`src/pipe_pkg.sv`:
```
`default_nettype none

package pipe_pkg;

  localparam int xlen       = 64;
  localparam int dmem_words = 256;
  localparam int dmem_aw    = $clog2(dmem_words);

  // load/store control codes
  localparam logic [3:0] ls_none = 4'd0;
  localparam logic [3:0] ls_lb   = 4'd1;
  localparam logic [3:0] ls_lh   = 4'd2;
  localparam logic [3:0] ls_lw   = 4'd3;
  localparam logic [3:0] ls_ld   = 4'd4;
  localparam logic [3:0] ls_lbu  = 4'd5;
  localparam logic [3:0] ls_lhu  = 4'd6;
  localparam logic [3:0] ls_lwu  = 4'd7;
  localparam logic [3:0] ls_sb   = 4'd8;
  localparam logic [3:0] ls_sh   = 4'd9;
  localparam logic [3:0] ls_sw   = 4'd10;
  localparam logic [3:0] ls_sd   = 4'd11;

  // writeback source, 3 is illegal
  localparam logic [1:0] wb_alu  = 2'd0;
  localparam logic [1:0] wb_mem  = 2'd1;
  localparam logic [1:0] wb_link = 2'd2;

  typedef struct packed {
    logic [31:0]     inst;
    logic [xlen-1:0] pc;
    logic [xlen-1:0] store_data;
    logic [xlen-1:0] exu_res;
    logic [3:0]      lsctl;
    logic [1:0]      wbctl;
    logic            rd_ena;
    logic [4:0]      rd_addr;
  } ex_ls_t;

  typedef struct packed {
    logic [31:0]     inst;
    logic [xlen-1:0] pc;
    logic [xlen-1:0] exu_res;
    logic [xlen-1:0] load_data;
    logic [1:0]      wbctl;
    logic            rd_ena;
    logic [4:0]      rd_addr;
  } ls_wb_t;

  typedef struct packed {
    logic            valid;
    logic [31:0]     inst;
    logic [xlen-1:0] pc;
    logic [4:0]      rd_addr;
    logic [xlen-1:0] rd_data;
  } retire_t;

  typedef struct packed {
    logic            rd_ena;
    logic [4:0]      rd_addr;
    logic [xlen-1:0] rd_data;
  } fwd_t;

  // writeback value select, shared by the forward path and the retire register
  function automatic logic [xlen-1:0] wb_select(
    input logic [1:0]      wbctl,
    input logic [xlen-1:0] exu_res,
    input logic [xlen-1:0] load_data,
    input logic [xlen-1:0] pc
  );
    logic [xlen-1:0] sel;
    case (wbctl)
      wb_alu:  sel = exu_res;
      wb_mem:  sel = load_data;
      wb_link: sel = pc + xlen'(4);
      default: sel = exu_res;
    endcase
    return sel;
  endfunction

endpackage

`default_nettype wire

```
`src/ls_wb_reg.sv`:
```
`default_nettype none

module ls_wb_reg
  import pipe_pkg::*;
(
  input  logic    clk,
  input  logic    rst_n,
  input  ls_wb_t  wb_next,
  output retire_t retire
);

  retire_t retire_q;

  // no hold here, a held instruction simply retires again
  always_ff @(posedge clk) begin
    if (!rst_n) begin
      retire_q <= '0;
    end else begin
      retire_q.valid   <= wb_next.rd_ena;
      retire_q.inst    <= wb_next.inst;
      retire_q.pc      <= wb_next.pc;
      retire_q.rd_addr <= wb_next.rd_addr;
      retire_q.rd_data <= wb_select(wb_next.wbctl, wb_next.exu_res,
                                    wb_next.load_data, wb_next.pc);
    end
  end

  assign retire = retire_q;

endmodule

`default_nettype wire

```
`config.mk`:
```
export PLATFORM = sky130hd
export DESIGN_NAME = ls_wb_reg
export DESIGN_NICKNAME = d
export VERILOG_FILES = /design/src/pipe_pkg.sv /design/src/ls_wb_reg.sv
export SDC_FILE = /design/constraint.sdc
export NUM_CORES = 1
export LEC_CHECK = 0
export BUFFER_PORTS_ARGS = -buffer_cell sky130_fd_sc_hd__buf_2
export CAP_MARGIN = 20
export CELL_PAD_IN_SITES_DETAIL_PLACEMENT = 0
export CELL_PAD_IN_SITES_GLOBAL_PLACEMENT = 1
export CORE_MARGIN = 3
export CORE_UTILIZATION = 25
export DETAILED_ROUTE_END_ITERATION = 10
export PLACE_DENSITY = 0.72
export SETUP_SLACK_MARGIN = 0.05
export SYNTH_ARGS = -nofsm -noshare
export SYNTH_HDL_FRONTEND = slang
export SYNTH_SLANG_ARGS = --single-unit
```
`constraint.sdc`:
```
create_clock -name clk -period 4 [get_ports clk]
set_input_delay 0.4 -clock clk [delete_from_list [all_inputs] [get_ports clk]]
set_output_delay 0.4 -clock clk [all_outputs]
set_load 0.01 [all_outputs]
```
# --- Yosys cells after proc, flatten, opt, wreduce, memory -nomap -nowiden ---
# Cells that the tools add are included.
word_totals:
  elab_cells: 9
  ff_bits: 166
  inputBits: 234
  out_inout_bits: 166
op_classes:
  eq_ne: 2
  mux: 1
  n_addsub: 1
op_table:
  columns: ["cell", "n"]
  rows:
  - ["64-bit case mux with 2 select lines", 1]
  - ["64-bit by 3-bit adder with 64-bit output, second input constant", 1]
  - ["2-bit by 1-bit equality test with 1-bit output, second input constant", 1]
  - ["2-bit equality test, second input constant", 1]

# --- Depth between registers and ports, before layout ---
logic_depth:
  word_depth: 2
  mapped_depth: 9
  depth_no_buf: 7

# --- Worst setup path before layout ---
# Ideal clock, no wire load.
synth_path:
  kind: "input -> register"
  from: "in wb_next[138] (netlist bit)"
  to: "reg retire_q, in the netlist retire[48]"
  t_required_ns: 3.878
  path_buffers: 2
  setup_time_ns: 0.122
  slack_ns: 1.377
  arrival_ns: 2.501
  path_stages: 9
  cell_sequence: "ha_1 -> nand4_2 -> or4_4 -> buf_6 -> or3_4 -> buf_6 -> o31a_2 -> o21ai_0 -> a21oi_1"
synth_between:
  elab_chain_cells: 2
synth_lines:
  columns: ["element", "line_no", "text"]
  rows:
  - ["start, declared", "ls_wb_reg.sv:8", "input ls_wb_t wb_next,"]
  - ["64-bit by 3-bit adder with 64-bit output", "pipe_pkg.sv:74", "wb_link: sel = pc + xlen'(4);"]
  - ["64-bit case mux with 2 select lines", "pipe_pkg.sv:71", "case (wbctl)"]
  - ["end, declared", "ls_wb_reg.sv:12", "retire_t retire_q;"]
# No other way between the ends.
# A chain may end at the register's enable or synchronous reset.

# --- Final worst setup path ---
layout_path:
  from: "in wb_next[138] (netlist bit)"
  to: "reg retire_q, in the netlist retire[40]"
# The elaborated chain is that of the path after synthesis.

==> results.md <==
- Final GP Congestion: 0.803
- Cell taking the most area after synthesis: dfxtp_1
- Startpoint Class: primary input
- Initial Util: 0.255
- CP required: 4.31 ns
- Buf/Inv on CP: 1
- 1st-pass router iterations: 5
- Num rows: 60
- Worst hold start: wb_next[213]
- CTS buffer count: 17
- CP max FO: 8
- Sequential share of the synthesized area: 0.484
- Overflow after GRT: 0
- Core area: between 20000 and 30000 um^2
- Fraction of registers with async set/reset: 0
- NetSw: between 1000 and 1500 uW
- EDFF count, synth: 0
- WHS Path Cells: 2
- CP Class: primary input to flop
- Slew margin rel.: 0.412
- Flip-flop count of the largest register after layout: 166
- Static Leak: 0.00452 uW
- Largest net degree at the start of global routing: a little under 100
- Max-slew violation count: 0
- Max Root-Sink Buffers: 2
- Hold Path End: retire[146]
- Status: completed
- Drc violations: 0
- Crit path cell chain: buf_2, ha_1, nand4_2, or4_4, nor4_1, and4_1, xnor2_1, a21oi_1
- Most used DFF post-synth: dfxtp_1
- Nets: between 1000 and 1500
- Crit share post-route: 0.688
- Vias in the first global route: 6740
- Setup TNS: 0 ns
- Unrepaired setup endpoints after global routing: false
- IO buf count: 399
- Fmax: ~0.36 GHz
- Number of distinct library cells after synthesis: 50
- Pwr Total: 4100 uW
- Sequential share of power: 0.437
- Min Tclk post-route: approximately 2.8 ns
- First-pass GRT wire length: 41.7 mm
- PwrDens: approximately 420 nW/um^2
- Slowest CP cell: nor4_1
- Worst-margin pin slew: around 0.9 ns
- Post-synth top area share: 0.484
- Crit end category: flop
- Warnings, synthesis: 0
- Max VDD drop: roughly 0.25 mV
- CTS root buf: clkbuf_16
- Share of post-route cells with drive strength above 1: 0.412
- Iteration-0 DRC Markers: 270
- Post_cts resized: 0
- Die area: 29500 um^2
- Clock-pin transition on the worst setup and hold timing paths: 0.08 ns
- Syn-to-layout area delta: 41.5%
- Drt wl/cell: around 20 um
- Layout Cell Area excl Fill: roughly 9700 um^2
- Fin Hold WS: approximately 0.17 ns
- Syn Nets: between 900 and 1000
- Initial antenna violation count: 10
- CTS tree: done
- Post-synth top cells: 166 x dfxtp_1, 107 x and2_1, 51 x o21ai_0
- Hold Fails Final Rpt: 0
- Vias after detailed routing: between 6000 and 7000
- Count leader, synth: dfxtp_1
- Top post-synthesis cells by area: dfxtp_1 48%, and2_1 9.7%, a221oi_1 4.7%, xnor2_1 4.5%, o21ai_0 3.7%
- Fillers: approximately 2800
- Clock power share: 0.401
- Worst min-delay path class: primary input to flop
- Syn_area_per_cell: about 9.4 um^2
- Routed vias/inst: ~4.8
- DPL Wire Length: 22.7 mm
- Pint: 2880 uW
- GRT Util Overall: 0.190
- Syn Std Cell Area: between 6000 and 7000 um^2
- Die width: ~170 um
- # IOs: 400
- CP Data Arrival Time: ~3 ns
- Clock sinks: 166
- Post-CTS Setup Repair Bufs: 0
- Post-place instance area: 9130 um^2
- Mapped Cells: ~730
- Synthesis-stage register bit count: ~170
- MaxCap Viol Count: 0
- Logic pwr share: 0.161
- Switch share: 0.297
- Drt total wl: between 20 and 30 mm
- Delay-heaviest family, CP: simple AND/OR/NAND/NOR gates
- Final setup vio count: 0
- H-tree depth: 4
- Max incr delay on CP: between 0.7 and 0.8 ns
- ANT nets after route: 0
- DIE HEIGHT: around 170 um
- CTS Hold Buffers Added: 0
-- routing by layer --
layer,part of all wire,GRT usage
met1,0.40,0.222
met4,0.017,0.0541
met3,0.088,0.0616
met2,0.49,0.333
met5,0.0028,0
-- worst max-delay path by stage --
stage / cells after the start / startpoint / endpoint / slack [ns]
after floorplan: 9 / wb_next[138] / retire[48] / 1.38
final: 8 / wb_next[138] / retire[40] / 1.25
after global routing: 8 / wb_next[138] / retire[40] / 1.18
after CTS: 8 / wb_next[138] / retire[40] / 1.35
after global placement: 8 / wb_next[138] / retire[40] / 0.93
after detailed placement: 8 / wb_next[138] / retire[40] / 0.89
-- cell type report --
cell class,instances,area [um^2],share of cell area
diodes,3,7.51,0.000772
clock buffers,17,425,0.0438
clock inverters,15,154,0.0158
inverters,5,18.8,0.00193
multi-input cells,498,3310,0.341
flip-flops and latches,166,3320,0.342
well taps,341,427,0.0439
repair buffers,406,2050,0.211
-- logic make-up (layout without fill, tap and decap cells) --
kind of cell	count (synthesis)	in the layout	share of synthesized area
other cells	0	3	0
fa+ha+maj	3	3	0.00546
compound gates	158	158	0.163
xor+xnor	55	55	0.0701
flops	166	166	0.484
buf+inv	64	443	0.0386
simple gates	282	282	0.239
-- power by group through the flow --
stage	sequential, uW	combinational, uW	clock [uW]
final	1790	662	1650
after floorplan	1890	246	0
after CTS	1790	672	1700
after global placement	1830	667	0
after global routing	1800	730	1770
after detailed placement	1830	670	0
-- metrics by stage --
stage / cells / setup WS, ns / utilization
floorplan: 728 / 1.38 / -
global placement: 1416 / 0.927 / 0.339
detailed placement: 1416 / 0.893 / 0.339
CTS: 1448 / 1.35 / 0.360
global route: 1450 / 1.18 / 0.361
finish: 1451 / 1.25 / 0.361
-- cell usage in the layout (no fill, tap or decap), drive strengths merged, types with 7 or more instances in the layout --
cell type  count
nor4          16
xor2          20
nand3         22
nand4         32
a21oi         21
and2         110
nand2         19
xnor2         35
o211a          9
a211oi        12
a221o          9
o21ai         51
buf          406
nor2          49
dfxtp        166
a221oi        37
clkbuf        17
and4          12
inv           13
and3           7
Note: power is estimated with default switching activity, not from simulation.
