### src/pipe_pkg.sv
`default_nettype none

package pipe_pkg;

  localparam int xlen       = 64;
  localparam int dmem_words = 256;
  localparam int dmem_aw    = $clog2(dmem_words);

  // load/store control codes
  localparam logic [3:0] ls_none = 4'd0;
  localparam logic [3:0] ls_lb   = 4'd1;
  localparam logic [3:0] ls_lh   = 4'd2;
  localparam logic [3:0] ls_lw   = 4'd3;
  localparam logic [3:0] ls_ld   = 4'd4;
  localparam logic [3:0] ls_lbu  = 4'd5;
  localparam logic [3:0] ls_lhu  = 4'd6;
  localparam logic [3:0] ls_lwu  = 4'd7;
  localparam logic [3:0] ls_sb   = 4'd8;
  localparam logic [3:0] ls_sh   = 4'd9;
  localparam logic [3:0] ls_sw   = 4'd10;
  localparam logic [3:0] ls_sd   = 4'd11;

  // writeback source, 3 is illegal
  localparam logic [1:0] wb_alu  = 2'd0;
  localparam logic [1:0] wb_mem  = 2'd1;
  localparam logic [1:0] wb_link = 2'd2;

  typedef struct packed {
    logic [31:0]     inst;
    logic [xlen-1:0] pc;
    logic [xlen-1:0] store_data;
    logic [xlen-1:0] exu_res;
    logic [3:0]      lsctl;
    logic [1:0]      wbctl;
    logic            rd_ena;
    logic [4:0]      rd_addr;
  } ex_ls_t;

  typedef struct packed {
    logic [31:0]     inst;
    logic [xlen-1:0] pc;
    logic [xlen-1:0] exu_res;
    logic [xlen-1:0] load_data;
    logic [1:0]      wbctl;
    logic            rd_ena;
    logic [4:0]      rd_addr;
  } ls_wb_t;

  typedef struct packed {
    logic            valid;
    logic [31:0]     inst;
    logic [xlen-1:0] pc;
    logic [4:0]      rd_addr;
    logic [xlen-1:0] rd_data;
  } retire_t;

  typedef struct packed {
    logic            rd_ena;
    logic [4:0]      rd_addr;
    logic [xlen-1:0] rd_data;
  } fwd_t;

  // writeback value select, shared by the forward path and the retire register
  function automatic logic [xlen-1:0] wb_select(
    input logic [1:0]      wbctl,
    input logic [xlen-1:0] exu_res,
    input logic [xlen-1:0] load_data,
    input logic [xlen-1:0] pc
  );
    logic [xlen-1:0] sel;
    case (wbctl)
      wb_alu:  sel = exu_res;
      wb_mem:  sel = load_data;
      wb_link: sel = pc + xlen'(4);
      default: sel = exu_res;
    endcase
    return sel;
  endfunction

endpackage

`default_nettype wire

### src/lsu.sv
`default_nettype none

module lsu
  import pipe_pkg::*;
(
  input  ex_ls_t             ls_bundle,
  output logic [dmem_aw-1:0] mem_index,
  output logic [xlen-1:0]    mem_wdata,
  output logic [7:0]         mem_be,
  output logic               mem_we,
  input  logic [xlen-1:0]    mem_rdata,
  output ls_wb_t             wb_next,
  output fwd_t               ls_fwd
);

  logic [2:0]      byte_off;
  logic [5:0]      bit_off;
  logic            is_store;
  logic [xlen-1:0] rdata_shifted;
  logic [xlen-1:0] load_data;

  // address taken as naturally aligned
  assign byte_off  = ls_bundle.exu_res[2:0];
  assign bit_off   = {byte_off, 3'b000};
  assign mem_index = ls_bundle.exu_res[dmem_aw+2:3];

  assign is_store = ls_bundle.lsctl inside {ls_sb, ls_sh, ls_sw, ls_sd};
  assign mem_we   = is_store;

  // byte enables per store width
  always_comb begin
    case (ls_bundle.lsctl)
      ls_sb:   mem_be = 8'h01 << byte_off;
      ls_sh:   mem_be = 8'h03 << byte_off;
      ls_sw:   mem_be = 8'h0f << byte_off;
      ls_sd:   mem_be = 8'hff;
      default: mem_be = 8'h00;
    endcase
  end

  // store data moved up into its lanes
  assign mem_wdata = ls_bundle.store_data << bit_off;

  // addressed bytes moved down to bit 0
  assign rdata_shifted = mem_rdata >> bit_off;

  always_comb begin
    case (ls_bundle.lsctl)
      ls_none: begin
        load_data = '0;
      end
      ls_lb: begin
        load_data = {{(xlen-8){rdata_shifted[7]}}, rdata_shifted[7:0]};
      end
      ls_lh: begin
        load_data = {{(xlen-16){rdata_shifted[15]}}, rdata_shifted[15:0]};
      end
      ls_lw: begin
        load_data = {{(xlen-32){rdata_shifted[31]}}, rdata_shifted[31:0]};
      end
      ls_ld: begin
        load_data = rdata_shifted;
      end
      ls_lbu: begin
        load_data = {{(xlen-8){1'b0}}, rdata_shifted[7:0]};
      end
      ls_lhu: begin
        load_data = {{(xlen-16){1'b0}}, rdata_shifted[15:0]};
      end
      ls_lwu: begin
        load_data = {{(xlen-32){1'b0}}, rdata_shifted[31:0]};
      end
      // stores and illegal codes load nothing
      default: begin
        load_data = '0;
      end
    endcase
  end

  always_comb begin
    wb_next.inst      = ls_bundle.inst;
    wb_next.pc        = ls_bundle.pc;
    wb_next.exu_res   = ls_bundle.exu_res;
    wb_next.load_data = load_data;
    wb_next.wbctl     = ls_bundle.wbctl;
    wb_next.rd_ena    = ls_bundle.rd_ena;
    wb_next.rd_addr   = ls_bundle.rd_addr;
  end

  // forward from here, the loaded value already exists
  always_comb begin
    ls_fwd.rd_ena  = ls_bundle.rd_ena;
    ls_fwd.rd_addr = ls_bundle.rd_addr;
    ls_fwd.rd_data = wb_select(ls_bundle.wbctl, ls_bundle.exu_res, load_data,
                               ls_bundle.pc);
  end

endmodule

`default_nettype wire

### config.mk
export PLATFORM = sky130hd
export DESIGN_NAME = lsu
export DESIGN_NICKNAME = d
export VERILOG_FILES = /design/src/pipe_pkg.sv /design/src/lsu.sv
export SDC_FILE = /design/constraint.sdc
export NUM_CORES = 1
export LEC_CHECK = 0
export ABC_AREA = 1
export BUFFER_PORTS_ARGS = -buffer_cell sky130_fd_sc_hd__clkbuf_2
export CAP_MARGIN = 20
export CELL_PAD_IN_SITES_DETAIL_PLACEMENT = 1
export CELL_PAD_IN_SITES_GLOBAL_PLACEMENT = 1
export CORE_AREA = 2 2 268 270
export DETAILED_ROUTE_END_ITERATION = 6
export DIE_AREA = 0 0 270 272
export MAX_ROUTING_LAYER = met4
export PLACE_DENSITY_LB_ADDON = 0.05
export SYNTH_ARGS = -nofsm -noshare
export SYNTH_HDL_FRONTEND = slang
export SYNTH_SLANG_ARGS = --single-unit
### constraint.sdc
create_clock -name vclk -period 2.2
set_input_delay 0.33 -clock vclk [all_inputs]
set_output_delay 0.33 -clock vclk [all_outputs]
set_load 0.01 [all_outputs]
# Word-level counts from Yosys, hierarchy flattened
# Index checks and enable logic that the tools add are counted.
[totals] wordCells=23 ramBits=0 latch_bits=0 romBits=0 memories=0 regBits=0
[classes] n_reduce_logical=1 n_bitwise=0 n_mul=0 order_cmp=0 eq_ne=13 add_sub_neg=1 n_shift=5 mux=3 div=0
[ops] cell="$pmux 64 s7" n=1
[ops] cell="$pmux 64 s2" n=1
[ops] cell="$add 64x3->64 const B" n=1
[ops] cell="$shl 64x6->64" n=1
[ops] cell="$shr 64x6->64" n=1
[ops] cell="$pmux 8 s4" n=1
[ops] cell="$eq 4x3->1 const B" n=4
[ops] cell="$eq 4x4->1 const B" n=4
[ops] cell="$eq 4x2->1 const B" n=2
[ops] cell="$shl 1x3->8 const A" n=1
[ops] cell="$shl 2x3->8 const A" n=1
[ops] cell="$shl 4x3->8 const A" n=1
[ops] cell="$eq 4x1->1 const B" n=1
[ops] cell="$reduce_bool 4->1" n=1
[ops] cell="$eq 2x1->1 const B" n=1
[ops] cell="$eq 2x2->1 const B" n=1

# Longest topological paths before layout
[depth] ltp_word=3 ltp_mapped=14 mapped_depth_nobuf=13

# Least setup slack after synthesis
# No wires, ideal clock.
[synth_timing] path_kind="input port to output port" start="input port ls_bundle[9] (netlist bit)" end="output port ls_fwd[17] (netlist bit)" path_slack_ns=0.159 n_path_buf=1 path_stages=9 arrival_time_ns=1.711 cell_sequence="buf_2 -> nor2_1 -> nor3_4 -> nand2_2 -> inv_2 -> nand3_1 -> o21ai_1 -> nand2_1 -> a21oi_1"
[synth_lines] element="from (decl)" line="lsu.sv:6" source="input ex_ls_t ls_bundle,"
[synth_lines] element="to (decl)" line="lsu.sv:13" source="output fwd_t ls_fwd"

==> metrics.md <==
| Metric | Value |
|---|---|
| Initial antenna violation count | `15` |
| Achievable Freq | `between 0.4 and 0.5 GHz` |
| P per Cell Area | `around 210 nW/um^2` |
| Fin. max-slew vios | `0` |
| All-Layer GR Usage | `0.210` |
| I/O pins | `around 680` |
| Syn Std Cell Area | `~9200 um^2` |
| CP Launch Type | `input port` |
| Vert. Die Dim | `about 270 um` |
| Register area | `0 um^2` |
| Vias in the first global route | `16500` |
| Worst slew margin | `0.680` |
| Drt via density | `between 4 and 5` |
| Fin crit period | `2.30 ns` |
| Final instance area | `18400 um^2` |
| Rows | `98` |
| GR Overflow Total | `0` |
| Area of the multi-input gates | `8650 um^2` |
| CP Max Fanout | `8` |
| Clock buffers | `0` |
| Worst Tran Pin Value | `about 0.48 ns` |
| Worst path required time | `1.87 ns` |
| Status | `finished, violations left` |
| CORE AREA | `70800 um^2` |
| Critical Path Start | `ls_bundle[14]` |
| Crit Path Class | `in2out` |
| Post-place setup slack | `-0.715 ns` |
| Failing checks | `setup timing` |
| Synth Instances | `1904` |
| DRT Wirelength | `about 80000 um` |
| Die W | `270 um` |
| Setup violations, final | `47` |
| Core Util, Final | `0.260` |
| # fillers | `9156` |
| Sequential share of the synthesized area | `0` |
| Final hold vios | `0` |
| Post-Syn Nets | `2207` |
| Hold WS | `0.660 ns` |
| Drt drc | `0` |
| Vias | `roughly 15000` |
| Placer Congestion | `0.905` |
| Die ar. | `about 73000 um^2` |
| Layout cell share with drive strength beyond 1 | `0.574` |
| Yosys warnings | `0` |
| First-pass GRT wire length | `112000 um` |
| Worst Path Arrival | `approximately 2.0 ns` |
| Crit. End Element | `output port` |
| Worst vdd ir | `61.9 uV` |
| Critical Path End | `ls_fwd[63]` |
| Worst hold path type | `in2out` |
| Sequential cells | `0` |
| Max-cap viol count | `0` |
| Fin crit share | `1.05` |
| Leak | `roughly 9.5 nW` |
| Nets | `just over 3000` |
| Post-synthesis cell type count | `44` |
| Area after DPL | `15100 um^2` |
| RSZ-0062 raised after global routing | `yes` |
| Hold buffers post-CTS | `0` |
| Drt initial violations | `432` |
| Number of port buffers | `between 600 and 700` |
| Layout area overhead | `101%` |
| Starting Density | `0.129` |
| Antenna-violating nets left | `0` |
| Min-delay src | `ls_bundle[233]` |
| Pre-antenna DRT Iters | `5` |
| Synthesized area per cell | `between 4 and 5 um^2` |
| Largest net degree at the start of global routing | `42` |
| Wire per inst | `21.5 um` |
| Post-DP HPWL | `approximately 69000 um` |
| Worst setup margin | `-0.105 ns` |
[how the worst min path moves through the flow]
stage / cells after the start / end / slack (ns)
final: 0 / wb_next[229] / 0.66
after global routing: 0 / wb_next[229] / 0.66
after CTS: 0 / wb_next[204] / 0.66
after detailed placement: 0 / wb_next[204] / 0.66
after global placement: 0 / wb_next[204] / 0.66
after floorplan: 1 / mem_we / 0.74
[synthesized netlist by cell type, drive strengths merged]
cell type  instances  area [um^2]
a22oi              3         27.5
nand3b             2         15.0
o211ai            13         97.6
ha                 3         37.5
nor3               8         51.3
a21oi             66          334
nand3            147          768
o21ai            131          663
nor3b              2         15.0
o221ai             9         78.8
a32oi              3         26.3
xnor2              4         35.0
o21bai            10         75.1
o22ai              6         37.5
clkinv             1         3.75
and2              11         68.8
inv              141          529
nor2             247          947
nand2            728         2750
buf              244         1740
o21a               1         7.51
clkbuf            38          143
nand4             54          475
xor2               4         35.0
a31oi              4         25.0
or2               19          119
o311ai             5         43.8
[where the power goes]
group / switching (mW) / internal [mW] / total, mW
Sequential: 0 / 0 / 0
Clock: 0 / 0.000000914 / 0.000000914
Combinational: 2.25 / 1.68 / 3.92
Total: 2.25 / 1.68 / 3.92
[final cells by class]
class,instances,share of cell area
multi-input combinational,1480,0.471
timing repair buffer,1120,0.432
tap,950,0.0647
inverter,142,0.0307
antenna,15,0.00204
[per-layer routing]
layer | wire (um) | vias to the layer above | track usage
li1 | - | 7638 | -
met1 | 33900 | 7448 | 0.249
met2 | 42200 | 331 | 0.388
met3 | 2350 | 51 | 0.0176
met4 | 1440 | 0 | 0.0390
met5 | 0 | - | -
[metrics by stage]
stage               instances  total power, mW  setup TNS [ns]
floorplan                1904             1.55               0
global placement         3621             3.36          -43.17
detailed placement       3621             3.36          -44.29
CTS                      3672             3.77           -4.30
global route             3707             4.24           -9.50
finish                   3707             3.92           -1.99
[cells by family (layout without fill, tap and decap cells)]
group                    after synthesis  count (layout)  synth area share
other                                  0              15                 0
XOR/XNOR                               8               8           0.00766
adder cells (fa/ha/maj)                3               3           0.00410
AND/OR/NAND/NOR                     1218            1218             0.569
AO/OA/AOI/OAI                        251             251             0.155
buffers and inverters                424            1262             0.264
[critical path: stages]
cell and delay, ns:
clkbuf_16 0.14, buf_12 0.14, or2_4 0.25, nor2_4 0.12, buf_12 0.15, buf_8 0.14, nand3_1 0.09, nand4_1 0.16
nand2_1 0.11, nand2_1 0.08, nand2_1 0.06, nand2_1 0.06, clkbuf_2 0.13
[cell usage in the layout (no fill, tap or decap), drive strengths merged, types with 3 or more instances in the layout]
| master | count |
|---|---|
| nor3 | 8 |
| xor2 | 4 |
| o311ai | 5 |
| o211ai | 13 |
| nand4 | 54 |
| xnor2 | 4 |
| a31oi | 4 |
| buf | 573 |
| nor2 | 247 |
| or2 | 19 |
| a22oi | 3 |
| o22ai | 6 |
| inv | 140 |
| nand3 | 147 |
| and2 | 11 |
| ha | 3 |
| clkbuf | 545 |
| a32oi | 3 |
| a21oi | 66 |
| o21ai | 131 |
| nand2 | 728 |
| diode | 15 |
| o21bai | 10 |
| o221ai | 9 |
[what timing repair did]
item,in CTS,in global routing
pin swaps,106,108
endpoints found under the setup margin,174,127
resized for setup,470,322
setup buffers,48,23
gates cloned,6,2
Power figures use the tool's default switching activity.
