--- config.mk ---
export PLATFORM = sky130hd
export DESIGN_NAME = ex_ls_reg
export DESIGN_NICKNAME = d
export VERILOG_FILES = /design/src/pipe_pkg.sv /design/src/ex_ls_reg.sv
export SDC_FILE = /design/constraint.sdc
export NUM_CORES = 1
export LEC_CHECK = 0
export BUFFER_PORTS_ARGS = -buffer_cell sky130_fd_sc_hd__buf_2
export CORE_AREA = 4 4 185 187
export DETAILED_ROUTE_END_ITERATION = 8
export DIE_AREA = 0 0 189 191
export PLACE_DENSITY = 0.6
export SYNTH_ARGS = -nofsm -noshare
export SYNTH_HDL_FRONTEND = slang
export SYNTH_SLANG_ARGS = --single-unit
--- constraint.sdc ---
create_clock -name clk -period 1 [get_ports clk]
set_input_delay 0.15 -clock clk [delete_from_list [all_inputs] [get_ports clk]]
set_output_delay 0.15 -clock clk [all_outputs]
set_load 0.005 [all_outputs]
--- src/pipe_pkg.sv ---
`default_nettype none

package pipe_pkg;

  localparam int xlen       = 64;
  localparam int dmem_words = 256;
  localparam int dmem_aw    = $clog2(dmem_words);

  // load/store control codes
  localparam logic [3:0] ls_none = 4'd0;
  localparam logic [3:0] ls_lb   = 4'd1;
  localparam logic [3:0] ls_lh   = 4'd2;
  localparam logic [3:0] ls_lw   = 4'd3;
  localparam logic [3:0] ls_ld   = 4'd4;
  localparam logic [3:0] ls_lbu  = 4'd5;
  localparam logic [3:0] ls_lhu  = 4'd6;
  localparam logic [3:0] ls_lwu  = 4'd7;
  localparam logic [3:0] ls_sb   = 4'd8;
  localparam logic [3:0] ls_sh   = 4'd9;
  localparam logic [3:0] ls_sw   = 4'd10;
  localparam logic [3:0] ls_sd   = 4'd11;

  // writeback source, 3 is illegal
  localparam logic [1:0] wb_alu  = 2'd0;
  localparam logic [1:0] wb_mem  = 2'd1;
  localparam logic [1:0] wb_link = 2'd2;

  typedef struct packed {
    logic [31:0]     inst;
    logic [xlen-1:0] pc;
    logic [xlen-1:0] store_data;
    logic [xlen-1:0] exu_res;
    logic [3:0]      lsctl;
    logic [1:0]      wbctl;
    logic            rd_ena;
    logic [4:0]      rd_addr;
  } ex_ls_t;

  typedef struct packed {
    logic [31:0]     inst;
    logic [xlen-1:0] pc;
    logic [xlen-1:0] exu_res;
    logic [xlen-1:0] load_data;
    logic [1:0]      wbctl;
    logic            rd_ena;
    logic [4:0]      rd_addr;
  } ls_wb_t;

  typedef struct packed {
    logic            valid;
    logic [31:0]     inst;
    logic [xlen-1:0] pc;
    logic [4:0]      rd_addr;
    logic [xlen-1:0] rd_data;
  } retire_t;

  typedef struct packed {
    logic            rd_ena;
    logic [4:0]      rd_addr;
    logic [xlen-1:0] rd_data;
  } fwd_t;

  // writeback value select, shared by the forward path and the retire register
  function automatic logic [xlen-1:0] wb_select(
    input logic [1:0]      wbctl,
    input logic [xlen-1:0] exu_res,
    input logic [xlen-1:0] load_data,
    input logic [xlen-1:0] pc
  );
    logic [xlen-1:0] sel;
    case (wbctl)
      wb_alu:  sel = exu_res;
      wb_mem:  sel = load_data;
      wb_link: sel = pc + xlen'(4);
      default: sel = exu_res;
    endcase
    return sel;
  endfunction

endpackage

`default_nettype wire

--- src/ex_ls_reg.sv ---
`default_nettype none

module ex_ls_reg
  import pipe_pkg::*;
(
  input  logic   clk,
  input  logic   rst_n,
  input  ex_ls_t ex_bundle,
  input  logic   hold,
  input  logic   flush,
  output ex_ls_t ls_bundle
);

  ex_ls_t bundle_q;

  // hold wins over flush, flush leaves a bubble with zero control
  always_ff @(posedge clk) begin
    if (!rst_n) begin
      bundle_q <= '0;
    end else if (hold) begin
      bundle_q <= bundle_q;
    end else if (flush) begin
      bundle_q <= '0;
    end else begin
      bundle_q <= ex_bundle;
    end
  end

  assign ls_bundle = bundle_q;

endmodule

`default_nettype wire

# == Word-level counts from Yosys, hierarchy flattened ==
# Cells that the tools add are included.
# word_totals
regBits,236
latchBits,0
mem_bits_rw,0
rom_bits,0
in_bits,240
output_inout_bits,236
elab_cells,9
memories,0
# op_classes
addsub,0
n_mul,0
n_div,0
order_cmp,0
n_eq_ne,0
shift,0
muxes,1
bitwise,0
n_reduce_logical,0
# ops
op,n
$mux W236,1

# == Longest topological paths before layout ==
# Gate-level depths: netlist (run 1).
# logic_depth
depth_word,1
mapped_depth,6
mapped_depth_nobuf,2

# == Worst setup path after synthesis (run 1) ==
# Ideal clock, no wire load.
# synth_path
path_type,in2reg
from,in hold
to,"reg bundle_q, in the netlist ls_bundle[233]"
setup_ns,0.069
arrival_ns,0.916
required_time_ns,0.931
slack_ns,0.015
path_stages,5
n_path_buf,3
path_cell_list,or2_1 -> buf_2 -> buf_4 -> buf_6 -> o21ai_1
# synth_lines
element,line_no,rtl
start: declaration,ex_ls_reg.sv:9,"input logic hold,"
end signal: assignment,ex_ls_reg.sv:21,bundle_q <= bundle_q;
end signal: assignment,ex_ls_reg.sv:25,bundle_q <= ex_bundle;
end: declaration,ex_ls_reg.sv:14,ex_ls_t bundle_q;

# == Worst setup path in the final report (run 1) ==
# layout_path
from,"reg bundle_q, in the netlist ls_bundle[234]"
to,out ls_bundle[234] (netlist bit)
# layout_lines
element,line_no,rtl
end: declaration,ex_ls_reg.sv:11,output ex_ls_t ls_bundle
# No word-level cell between the ends.

==> impl_results.md, run 1 <==
* Drt wl/cell at 16.36 um
* Leak Pwr at 7.241 nW
* Fraction of layout cells with a size suffix above 1 at 46.86%
* Final slew viol count at 0
* Synth Register Bits at 236
* Clock Power Share at 40.6%
* I/O pin total at 476
* Clock-pin transition on the worst setup and hold timing paths at 0.06 ns
* CTS sink cnt at 236
* Vias at 10382
* Switching Fraction at 23.98%
* Post-route ant nets at 0
* YS warnings at 0
* Vias per inst at 4.660
* Initial antenna violation count at 0
* Sequential power share at 44.3%
* Buf/Inv on CP at 1
* Top-area cell type share of the netlist area at 55.42%
* RePlAce Congestion at 0.8511
* CP Depth at 1
* Mean Syn Cell Area at 8.126 sq um
* Worst slew pin tran at 0.3840 ns
* PD cells at 1400 nW/um^2
* Syn Nets at 1289
* Register area at 5020 sq um
* Cell count after synthesis at 1049
* Fillers at 2779
* Die Wd at 189 um
* Util after Layout at 50.35%
* Post-DP HPWL at 22370 um
* Die Height at 191 um
* Die area at 36100 sq um
* Aggregate global-route resource usage at 18.04%
* Combinational share of power at 15.2%
* Critical path capture point type: output port
* Final Setup Violations at 236
* First-pass GRT wire length at 54280 um
* CORE AREA at 32450 sq um
* Drt pass-1 iters at 5
* Final wirelength at 36460 um
* Period utilization at 113.4%
* H-tree Lvls at 1
* Worst-skew pair later-pin latency at 0.51 ns
* Worst-case clock skew at 0 ns
* CP startpoint kind: flop
* Peak supply drop at 1.127 mV
* Crit path max-delay cell type: dfxtp_2
* Largest net degree at the start of global routing at 81
* Worst Hold Path Cells at 3
* CP peak stage delay at 0.36 ns
* CP top delay family: flip-flops
* Post-route setup slack at -0.1335 ns
* Clk buf depth at 3
* Nets at 2009
* Max FFs per register at 236
* Post-synth design cell area at 8524 sq um
* CP endpoint: ls_bundle[234]
* Worst Hold Class: input pin to flop
* R2R cell count at 4
* Status: finished, violations left
* Worst EP arrival at 0.98 ns
* Synth cell types at 14
* Max-Slew Margin vs Limit at 74.40%
* Total congestion overflow at 0
* Final hold vios at 0
* Minimum clock period at 1.134 ns
* RSZ-0062 raised after global routing: yes
* Failing checks: negative setup slack
* FP Rows at 66
* Power Internal at 17.39 mW
* # DRC at 0
* P_sw at 5.486 mW
* Critical Path RT at 0.85 ns
* R2R Path End: ls_bundle[159]$_SDFFE_PN0N_
* Worst-path cell chain: buf_6
* CTS tree: yes
* Synth top area cells: dfxtp_1 55%, nand3_1 14%, nand2_1 10%
* Number of global-route vias before repair at 10548
* Ant diodes at 0
* Fmax at 882.2 MHz
* Crit. Startpoint: ls_bundle[234]$_SDFFE_PN0N_
* R2r setup slk at 0.19 ns
* Initial drt markers at 526
* Post-synthesis sequential area ratio at 55.42%
* Port Buffers at 475
* Area occupied by multi-input gates at 3262 sq um
* Hold slack at 0.05285 ns
* Critical path class: flop to output port
* Crit-path max FO at 2
* Leading area contributor after synthesis: dfxtp_1
* CTS buffer count at 25
* R2r startpoint: ls_bundle[159]$_SDFFE_PN0N_
* Root buf cell: clkbuf_16
* Max Cap Violations at 0
* Initial core utilization at 26.27%
* Layout area overhead at 91.69%
==> worst reg2reg max path, cell delays in order, from the launching register on <==
cell and delay (ns):
dfxtp_2 0.32, buf_4 0.13, buf_4 0.12, nand3_1 0.07
o21ai_1 0.06
==> kinds of logic after synthesis <==
group,after synthesis,share of synthesized area [%]
AO/OA/AOI/OAI,236,13.90
buffers and inverters,105,6.341
flip-flops,236,55.42
AND/OR/NAND/NOR,472,24.34
==> final cells by class <==
| cell class | instances | share of cell area, % |
|---|---|---|
| clock buffer | 38 | 4.495 |
| clock inverter | 6 | 0.4900 |
| multi-input combinational | 708 | 19.96 |
| sequential | 236 | 30.72 |
| tap | 442 | 3.384 |
| timing repair buffer | 798 | 40.95 |
==> per-layer routing <==
metal / up-vias / wire length (um) / global-route usage [%]
li1: 4991 / - / -
met1: 4778 / 13560 / 20.57
met2: 495 / 18310 / 32.36
met3: 118 / 2882 / 4.200
met4: 0 / 1705 / 7.679
met5: - / 0 / 0
==> worst min path at each step <==
stage / start / end / slack, ns
after detailed placement: ex_bundle[210] / ls_bundle[210]$_SDFFE_PN0N_ / 0.39
final: rst_n / ls_bundle[174]$_SDFFE_PN0N_ / 0.05
after global placement: ex_bundle[99] / ls_bundle[99]$_SDFFE_PN0N_ / 0.39
after floorplan: ex_bundle[100] / ls_bundle[100]$_SDFFE_PN0N_ / 0.28
after CTS: rst_n / ls_bundle[174]$_SDFFE_PN0N_ / 0.03
after global routing: rst_n / ls_bundle[174]$_SDFFE_PN0N_ / 0.05
==> synthesized netlist by cell type <==
library cell and instances:
a31o_2 1, dfxtp_1 236, clkbuf_2 1, buf_2 17, nand2_1 235, o21ai_0 85, buf_1 2, nand3_1 235
o21ai_1 150, or2_1 1, nor4bb_1 1, buf_4 1, clkbuf_1 68, buf_6 16
==> metrics by stage <==
stage,area [sq um],setup WS (ns),total power [mW],instances,setup TNS (ns)
after floorplan,8524,0.01523,11.15,1049,0
after global placement,11540,-0.06902,12.42,1918,-7.308
after detailed placement,11540,-0.1025,12.45,1918,-10.39
after CTS,15850,-0.1716,22.81,2214,-30.31
after global routing,16340,-0.1724,23.80,2228,-32.59
final,16340,-0.1335,22.87,2228,-23.82
==> power by group through the flow <==
stage          clock network (mW)  registers, mW  logic [mW]
2_1_floorplan                   0           10.2       0.949
3_3_place_gp                    0           10.2        2.25
3_5_place_dp                    0           10.2        2.28
4_1_cts                      9.49           10.1        3.24
5_1_grt                      9.92           10.2        3.72
6_report                     9.28           10.1        3.47
==> what timing repair did <==
item                                    4_1_cts  5_1_grt
cloned                                        0        0
resized for setup                           352       63
buffers inserted                             16       14
endpoints found under the setup margin      236      236
hold buffers                                236        0
endpoints found under the hold margin       235        0
==> layout by cell type (no fill, tap or decap) <==
master / netlist / final
a31o_2: 1 / 1
buf_12: 0 / 14
buf_2: 17 / 296
buf_4: 1 / 73
buf_6: 16 / 178
buf_8: 0 / 1
bufinv_16: 0 / 2
clkbuf_1: 68 / 7
clkbuf_16: 0 / 25
clkbuf_8: 0 / 6
clkinv_2: 0 / 4
dfxtp_2: 0 / 236
dlygate4sd3_1: 0 / 236
nand2_1: 235 / 235
nand3_1: 235 / 235
nor4bb_1: 1 / 1
o21ai_0: 85 / 85
o21ai_1: 150 / 150
or2_4: 0 / 1
Power figures use the tool's default switching activity.
==> run 2, diff against run 1 <==
--- a/config.mk
+++ b/config.mk
@@ -6,10 +6,10 @@
 export NUM_CORES = 1
 export LEC_CHECK = 0
 export BUFFER_PORTS_ARGS = -buffer_cell sky130_fd_sc_hd__buf_2
-export CORE_AREA = 4 4 185 187
+export CORE_AREA = 4 4 182 184
 export DETAILED_ROUTE_END_ITERATION = 8
-export DIE_AREA = 0 0 189 191
-export PLACE_DENSITY = 0.6
+export DIE_AREA = 0 0 186 188
+export PLACE_DENSITY = 0.59
 export SYNTH_ARGS = -nofsm -noshare
 export SYNTH_HDL_FRONTEND = slang
 export SYNTH_SLANG_ARGS = --single-unit
==> constraint.sdc (replaced) <==
create_clock -name clk -period 1.1 [get_ports clk]
set_input_delay 0.165 -clock clk [delete_from_list [all_inputs] [get_ports clk]]
set_output_delay 0.165 -clock clk [all_outputs]
set_load 0.005 [all_outputs]
==> run 2 against run 1 <==
The run still ends with negative setup slack left. Flip-flop and latch count stayed put. Via count rose by 1.5%. Wire length is 0.26% higher. Die area down 3.1%. Cell count down 1.0%. Critical path depth unchanged. First-iteration DRC count is 7.0% higher. Critical endpoint is now ls_bundle[50].
==> impl_results.md, run 2 (synthesis results as in run 1) <==
* First-pass GRT wire length at 54500 um
* Cells after DPL at 1882
* Buf/Inv on CP at 1
* Die area at 34970 sq um
* Final Cell Area at 16430 sq um
* Crit. Startpoint: ls_bundle[50]$_SDFFE_PN0N_
* Worst-skew pair later-pin latency at 0.53 ns
* Peak supply drop at 0.9054 mV
* I/O pin total at 476
* Placed inst area at 11620 sq um
* Fillers at 2690
* CP peak stage delay at 0.36 ns
* HP Start: hold
* CTS tree: yes
* Failing checks: negative setup slack
* Aggregate global-route resource usage at 18.72%
* Largest net degree at the start of global routing at 43
* Number of global-route vias before repair at 10775
* Initial core utilization at 27.15%
* Fraction of layout cells with a size suffix above 1 at 47.42%
* Non-filler cells, final at 2205
* Initial drt markers at 563
* Worst EP arrival at 1.00 ns
* Hold slack at 0.02291 ns
* Drt wl/cell at 16.58 um
* Final Setup Violations at 236
* Max Cap Violations at 0
* CP Depth at 1
* Total power at 20.86 mW
* # DRC at 0
* Die Height at 188 um
* Post-route ant nets at 0
* Port Buffers at 475
* Max-Slew Margin vs Limit at 75.84%
* Leak Pwr at 7.346 nW
* Clock-pin transition on the worst setup and hold timing paths at 0.06 ns
* Pre-CTS WS at -0.07088 ns
* Vias per inst at 4.778
* FP Rows at 65
* Max FFs per register at 236
* R2R cell count at 4
* Post-DP HPWL at 22610 um
* Die Wd at 186 um
* Minimum clock period at 1.162 ns
* CTS sink cnt at 236
* Clk buf depth at 3
* Fmax at 860.5 MHz
* Worst Hold Path Cells at 3
* Worst Hold Class: input pin to flop
* Most frequent cells in the layout: 308 x buf_2, 236 x dlygate4sd3_1, 236 x dfxtp_2, 235 x nand2_1, 235 x nand3_1
* Root buf cell: clkbuf_16
* Drt pass-1 iters at 5
* Crit-path max FO at 2
* Ant diodes at 0
* Layout area overhead at 92.72%
* R2r startpoint: ls_bundle[163]$_SDFFE_PN0N_
* Status: finished, violations left
* Util after Layout at 52.33%
* Total congestion overflow at 0
* Worst-case clock skew at 0 ns
* Post-route setup slack at -0.06208 ns
* Setup TNS Final at -7.289 ns
* CTS buffer count at 26
* RSZ-0062 raised after global routing: yes
* PD cells at 1270 nW/um^2
* Vias at 10535
* Initial antenna violation count at 0
* Critical path class: flop to output port
* CORE AREA at 31390 sq um
* Period utilization at 105.6%
* H-tree Lvls at 1
* Final wirelength at 36550 um
* Worst-path cell chain: buf_6
* CP top delay family: flip-flops
* CP startpoint kind: flop
* Crit path max-delay cell type: dfxtp_2
* Critical path capture point type: output port
* Critical Path RT at 0.94 ns
* Final hold vios at 0
* RePlAce Congestion at 0.8188
* Nets at 2024
* Commonest non-fill, non-tap cell in the layout: buf_2
* Final slew viol count at 0
* Worst slew pin tran at 0.3624 ns
[run 2: final cells by class]
cell class | count | area, sq um | share of cell area (%)
clock buffer | 38 | 767.0 | 4.669
timing repair buffer | 812 | 6822 | 41.52
tap | 402 | 503.0 | 3.062
multi-input combinational | 708 | 3262 | 19.86
sequential | 236 | 5020 | 30.56
clock inverter | 9 | 55.05 | 0.3351
[run 2: what timing repair did]
| item | 4_1_cts | 5_1_grt |
|---|---|---|
| hold buffers | 236 | 0 |
| hold endpoints to repair | 236 | 0 |
| resized for setup | 348 | 54 |
| setup buffers | 19 | 21 |
| endpoints found under the setup margin | 236 | 236 |
[run 2: layer usage]
metal	share of wire [%]	routed length (um)	global-route usage, %	up-vias
met5	0	0	0	-
met4	5.0	1843	8.913	0
met3	7.8	2841	4.578	140
met2	50	18330	33.36	517
met1	37	13530	20.64	4850
li1	-	-	-	5028
[run 2: where the power goes]
| part | switching [mW] | total, mW | internal [mW] |
|---|---|---|---|
| combinational | 1.35 | 3.20 | 1.85 |
| sequential | 0.241 | 9.20 | 8.96 |
| clock | 3.62 | 8.45 | 4.83 |
[run 2: path summary, 6_finish.rpt]
| check | to | slack [ns] |
|---|---|---|
| worst min register to register | ls_bundle[83]$_SDFFE_PN0N_ | 0.47 |
| worst max-delay path | ls_bundle[50] | -0.06 |
| worst max register to register | ls_bundle[163]$_SDFFE_PN0N_ | 0.28 |
| worst min-delay path | ls_bundle[188]$_SDFFE_PN0N_ | 0.02 |
==> run 3, diff against run 2 <==
--- a/config.mk
+++ b/config.mk
@@ -5,11 +5,12 @@
 export SDC_FILE = /design/constraint.sdc
 export NUM_CORES = 1
 export LEC_CHECK = 0
+export ABC_AREA = 1
 export BUFFER_PORTS_ARGS = -buffer_cell sky130_fd_sc_hd__buf_2
-export CORE_AREA = 4 4 182 184
+export CORE_AREA = 4 4 184 186
 export DETAILED_ROUTE_END_ITERATION = 8
-export DIE_AREA = 0 0 186 188
-export PLACE_DENSITY = 0.59
+export DIE_AREA = 0 0 188 190
+export PLACE_DENSITY = 0.57
 export SYNTH_ARGS = -nofsm -noshare
 export SYNTH_HDL_FRONTEND = slang
 export SYNTH_SLANG_ARGS = --single-unit
==> run 3 against run 2 <==
The run still ends with negative setup slack left. Worst setup slack improved by 0.0082 ns. Sequential share of layout area up 1.1 points. Via count down 6.5%. Worst hold slack lost 0.0057 ns. Largest power group unchanged.
==> impl_results.md, run 3 <==
* Status: finished, violations left
* Failing checks: negative setup slack
* Post-synth design cell area at 8028 sq um
* Crit-path max FO at 2
* Die area at 35720 sq um
* Final wirelength at 35050 um
* Layer with the highest usage: met2
* CP top delay family: flip-flops
* FP Rows at 66
* Syn Nets at 1264
* Initial core utilization at 24.86%
* CORE AREA at 32290 sq um
* Critical Path RT at 0.94 ns
* Post-DP HPWL at 21710 um
* Critical path class: flop to output port
* Max Cap Violations at 0
* Final slew viol count at 0
* CTS tree: yes
* I/O pin total at 476
* Max FFs per register at 236
* Top-area cell type share of the netlist area at 58.85%
* Most numerous cell in the Yosys netlist: nand2_1
* Max-Slew Margin vs Limit at 84.70%
* CTS sink cnt at 236
* Worst Hold Class: input pin to flop
* Async set or reset register ratio after synthesis at 0%
* YS warnings at 0
* Synth cell count leaders: 472 x nand2_1, 236 x a21oi_1, 236 x dfxtp_1
* Worst-case clock skew at 0 ns
* CP startpoint kind: flop
* Cell count after synthesis at 1024
* Initial antenna violation count at 1
* CTS buffer count at 25
* Worst EP arrival at 0.99 ns
* Pre-CTS WS at -0.06250 ns
* Drt wl/cell at 15.84 um
* Largest net degree at the start of global routing at 51
* Cells after DPL at 1908
* Post-route ant nets at 0
* Vias per inst at 4.453
* Port Buffers at 475
* GR Layer Usage met2 at 31.21%
* Minimum clock period at 1.154 ns
* Most frequent cells in the layout: 472 x nand2_1, 292 x buf_2, 236 x a21oi_1, 236 x dlygate4sd3_1, 233 x dfxtp_2
* Commonest non-fill, non-tap cell in the layout: nand2_1
* Root buf cell: clkbuf_16
* Post-synthesis sequential area ratio at 58.85%
* Synth Register Bits at 236
* H-tree Lvls at 1
* Worst-skew pair later-pin latency at 0.51 ns
* Total congestion overflow at 0
* Final hold vios at 0
* Initial drt markers at 427
* Period utilization at 104.9%
* Leak Pwr at 6.896 nW
* Die Wd at 188 um
* Post-synth EDFFs at 0
* Fraction of layout cells with a size suffix above 1 at 46.33%
* # DRC at 0
* Top FF cell, synth: dfxtp_1
* Util after Layout at 49.20%
* Aggregate global-route resource usage at 17.57%
* Met1 Use GR at 19.23%
* CP peak stage delay at 0.36 ns
* Clk buf depth at 3
* Placed inst area at 11160 sq um
* Drt pass-1 iters at 5
* Critical path capture point type: output port
* Peak supply drop at 1.083 mV
* Non-filler cells, final at 2212
* Worst-path cell chain: buf_6
* Final Setup Violations at 233
* GRT met3 Usage at 4.991%
* Nets at 1994
* Worst slew pin tran at 0.2295 ns
* Vias at 9851
* Mean Syn Cell Area at 7.840 sq um
* Synth top area cells: dfxtp_1 59%, nand2_1 22%, a21oi_1 15%
* Crit path max-delay cell type: dfxtp_4
* RePlAce Congestion at 0.8663
* Ant diodes at 0
* First-pass GRT wire length at 52300 um
* Final Cell Area at 15890 sq um
* Fmax at 866.6 MHz
* RSZ-0062 raised after global routing: yes
* Die Height at 190 um
* Number of global-route vias before repair at 9992
* Total power at 19.87 mW
* PD cells at 1251 nW/um^2
* Synth cell types at 9
* Layout area overhead at 97.88%
* Post-route setup slack at -0.05390 ns
* Leading area contributor after synthesis: dfxtp_1
* Buf/Inv on CP at 1
* Clock-pin transition on the worst setup and hold timing paths at 0.06 ns
-- run 3: per-stage QoR --
step	TNS [ns]	hold slack (ns)
floorplan	0	0.3085
global placement	-0.1842	0.4132
detailed placement	-0.6891	0.4185
CTS	-11.29	0.004151
global route	-13.37	0.02491
finish	-3.273	0.01722
-- run 3: where the power goes --
group / switching [mW] / leakage [nW] / internal [mW]
clock: 3.37 / 0.372 / 4.36
combinational: 1.21 / 4.49 / 1.75
sequential: 0.232 / 2.03 / 8.94
total: 4.82 / 6.90 / 15.0
-- run 3: cell families after synthesis --
logic type / share of synthesized area, %
flip-flops: 58.85
buffers and inverters: 4.317
AO/OA/AOI/OAI: 14.71
AND/OR/NAND/NOR: 22.12
-- run 3: worst paths after layout --
| path | to | slack [ns] | cells past startpoint | startpoint |
|---|---|---|---|---|
| max | ls_bundle[78] | -0.05 | 1 | ls_bundle[78]$_SDFFE_PN0N_ |
| min | ls_bundle[219]$_SDFFE_PN0N_ | 0.02 | 3 | rst_n |
| max reg2reg | ls_bundle[173]$_SDFFE_PN0N_ | 0.21 | 4 | ls_bundle[173]$_SDFFE_PN0N_ |
| min reg2reg | ls_bundle[234]$_SDFFE_PN0N_ | 0.45 | 2 | ls_bundle[234]$_SDFFE_PN0N_ |
-- run 3: what timing repair did --
item                                    CTS  global route
hold endpoints to repair                236             0
hold buffers                            236             0
resized for setup                       365            56
buffers inserted                          2            23
endpoints found under the setup margin  236           236
-- run 3: layout make-up --
type,instances,area [sq um]
Inverter,1,8.758
Tap cell,442,553.0
Clock inverter,9,45.04
Sequential cell,236,5027
Timing Repair Buffer,781,6598
Multi-Input combinational cell,709,2964
Fill cell,2872,16400
Clock buffer,34,689.4
-- run 3: per-layer routing --
| metal | up-vias | part of all wire, % |
|---|---|---|
| li1 | 4729 | - |
| met3 | 117 | 7.9 |
| met5 | - | 0 |
| met1 | 4519 | 37 |
| met4 | 0 | 5.6 |
| met2 | 486 | 50 |
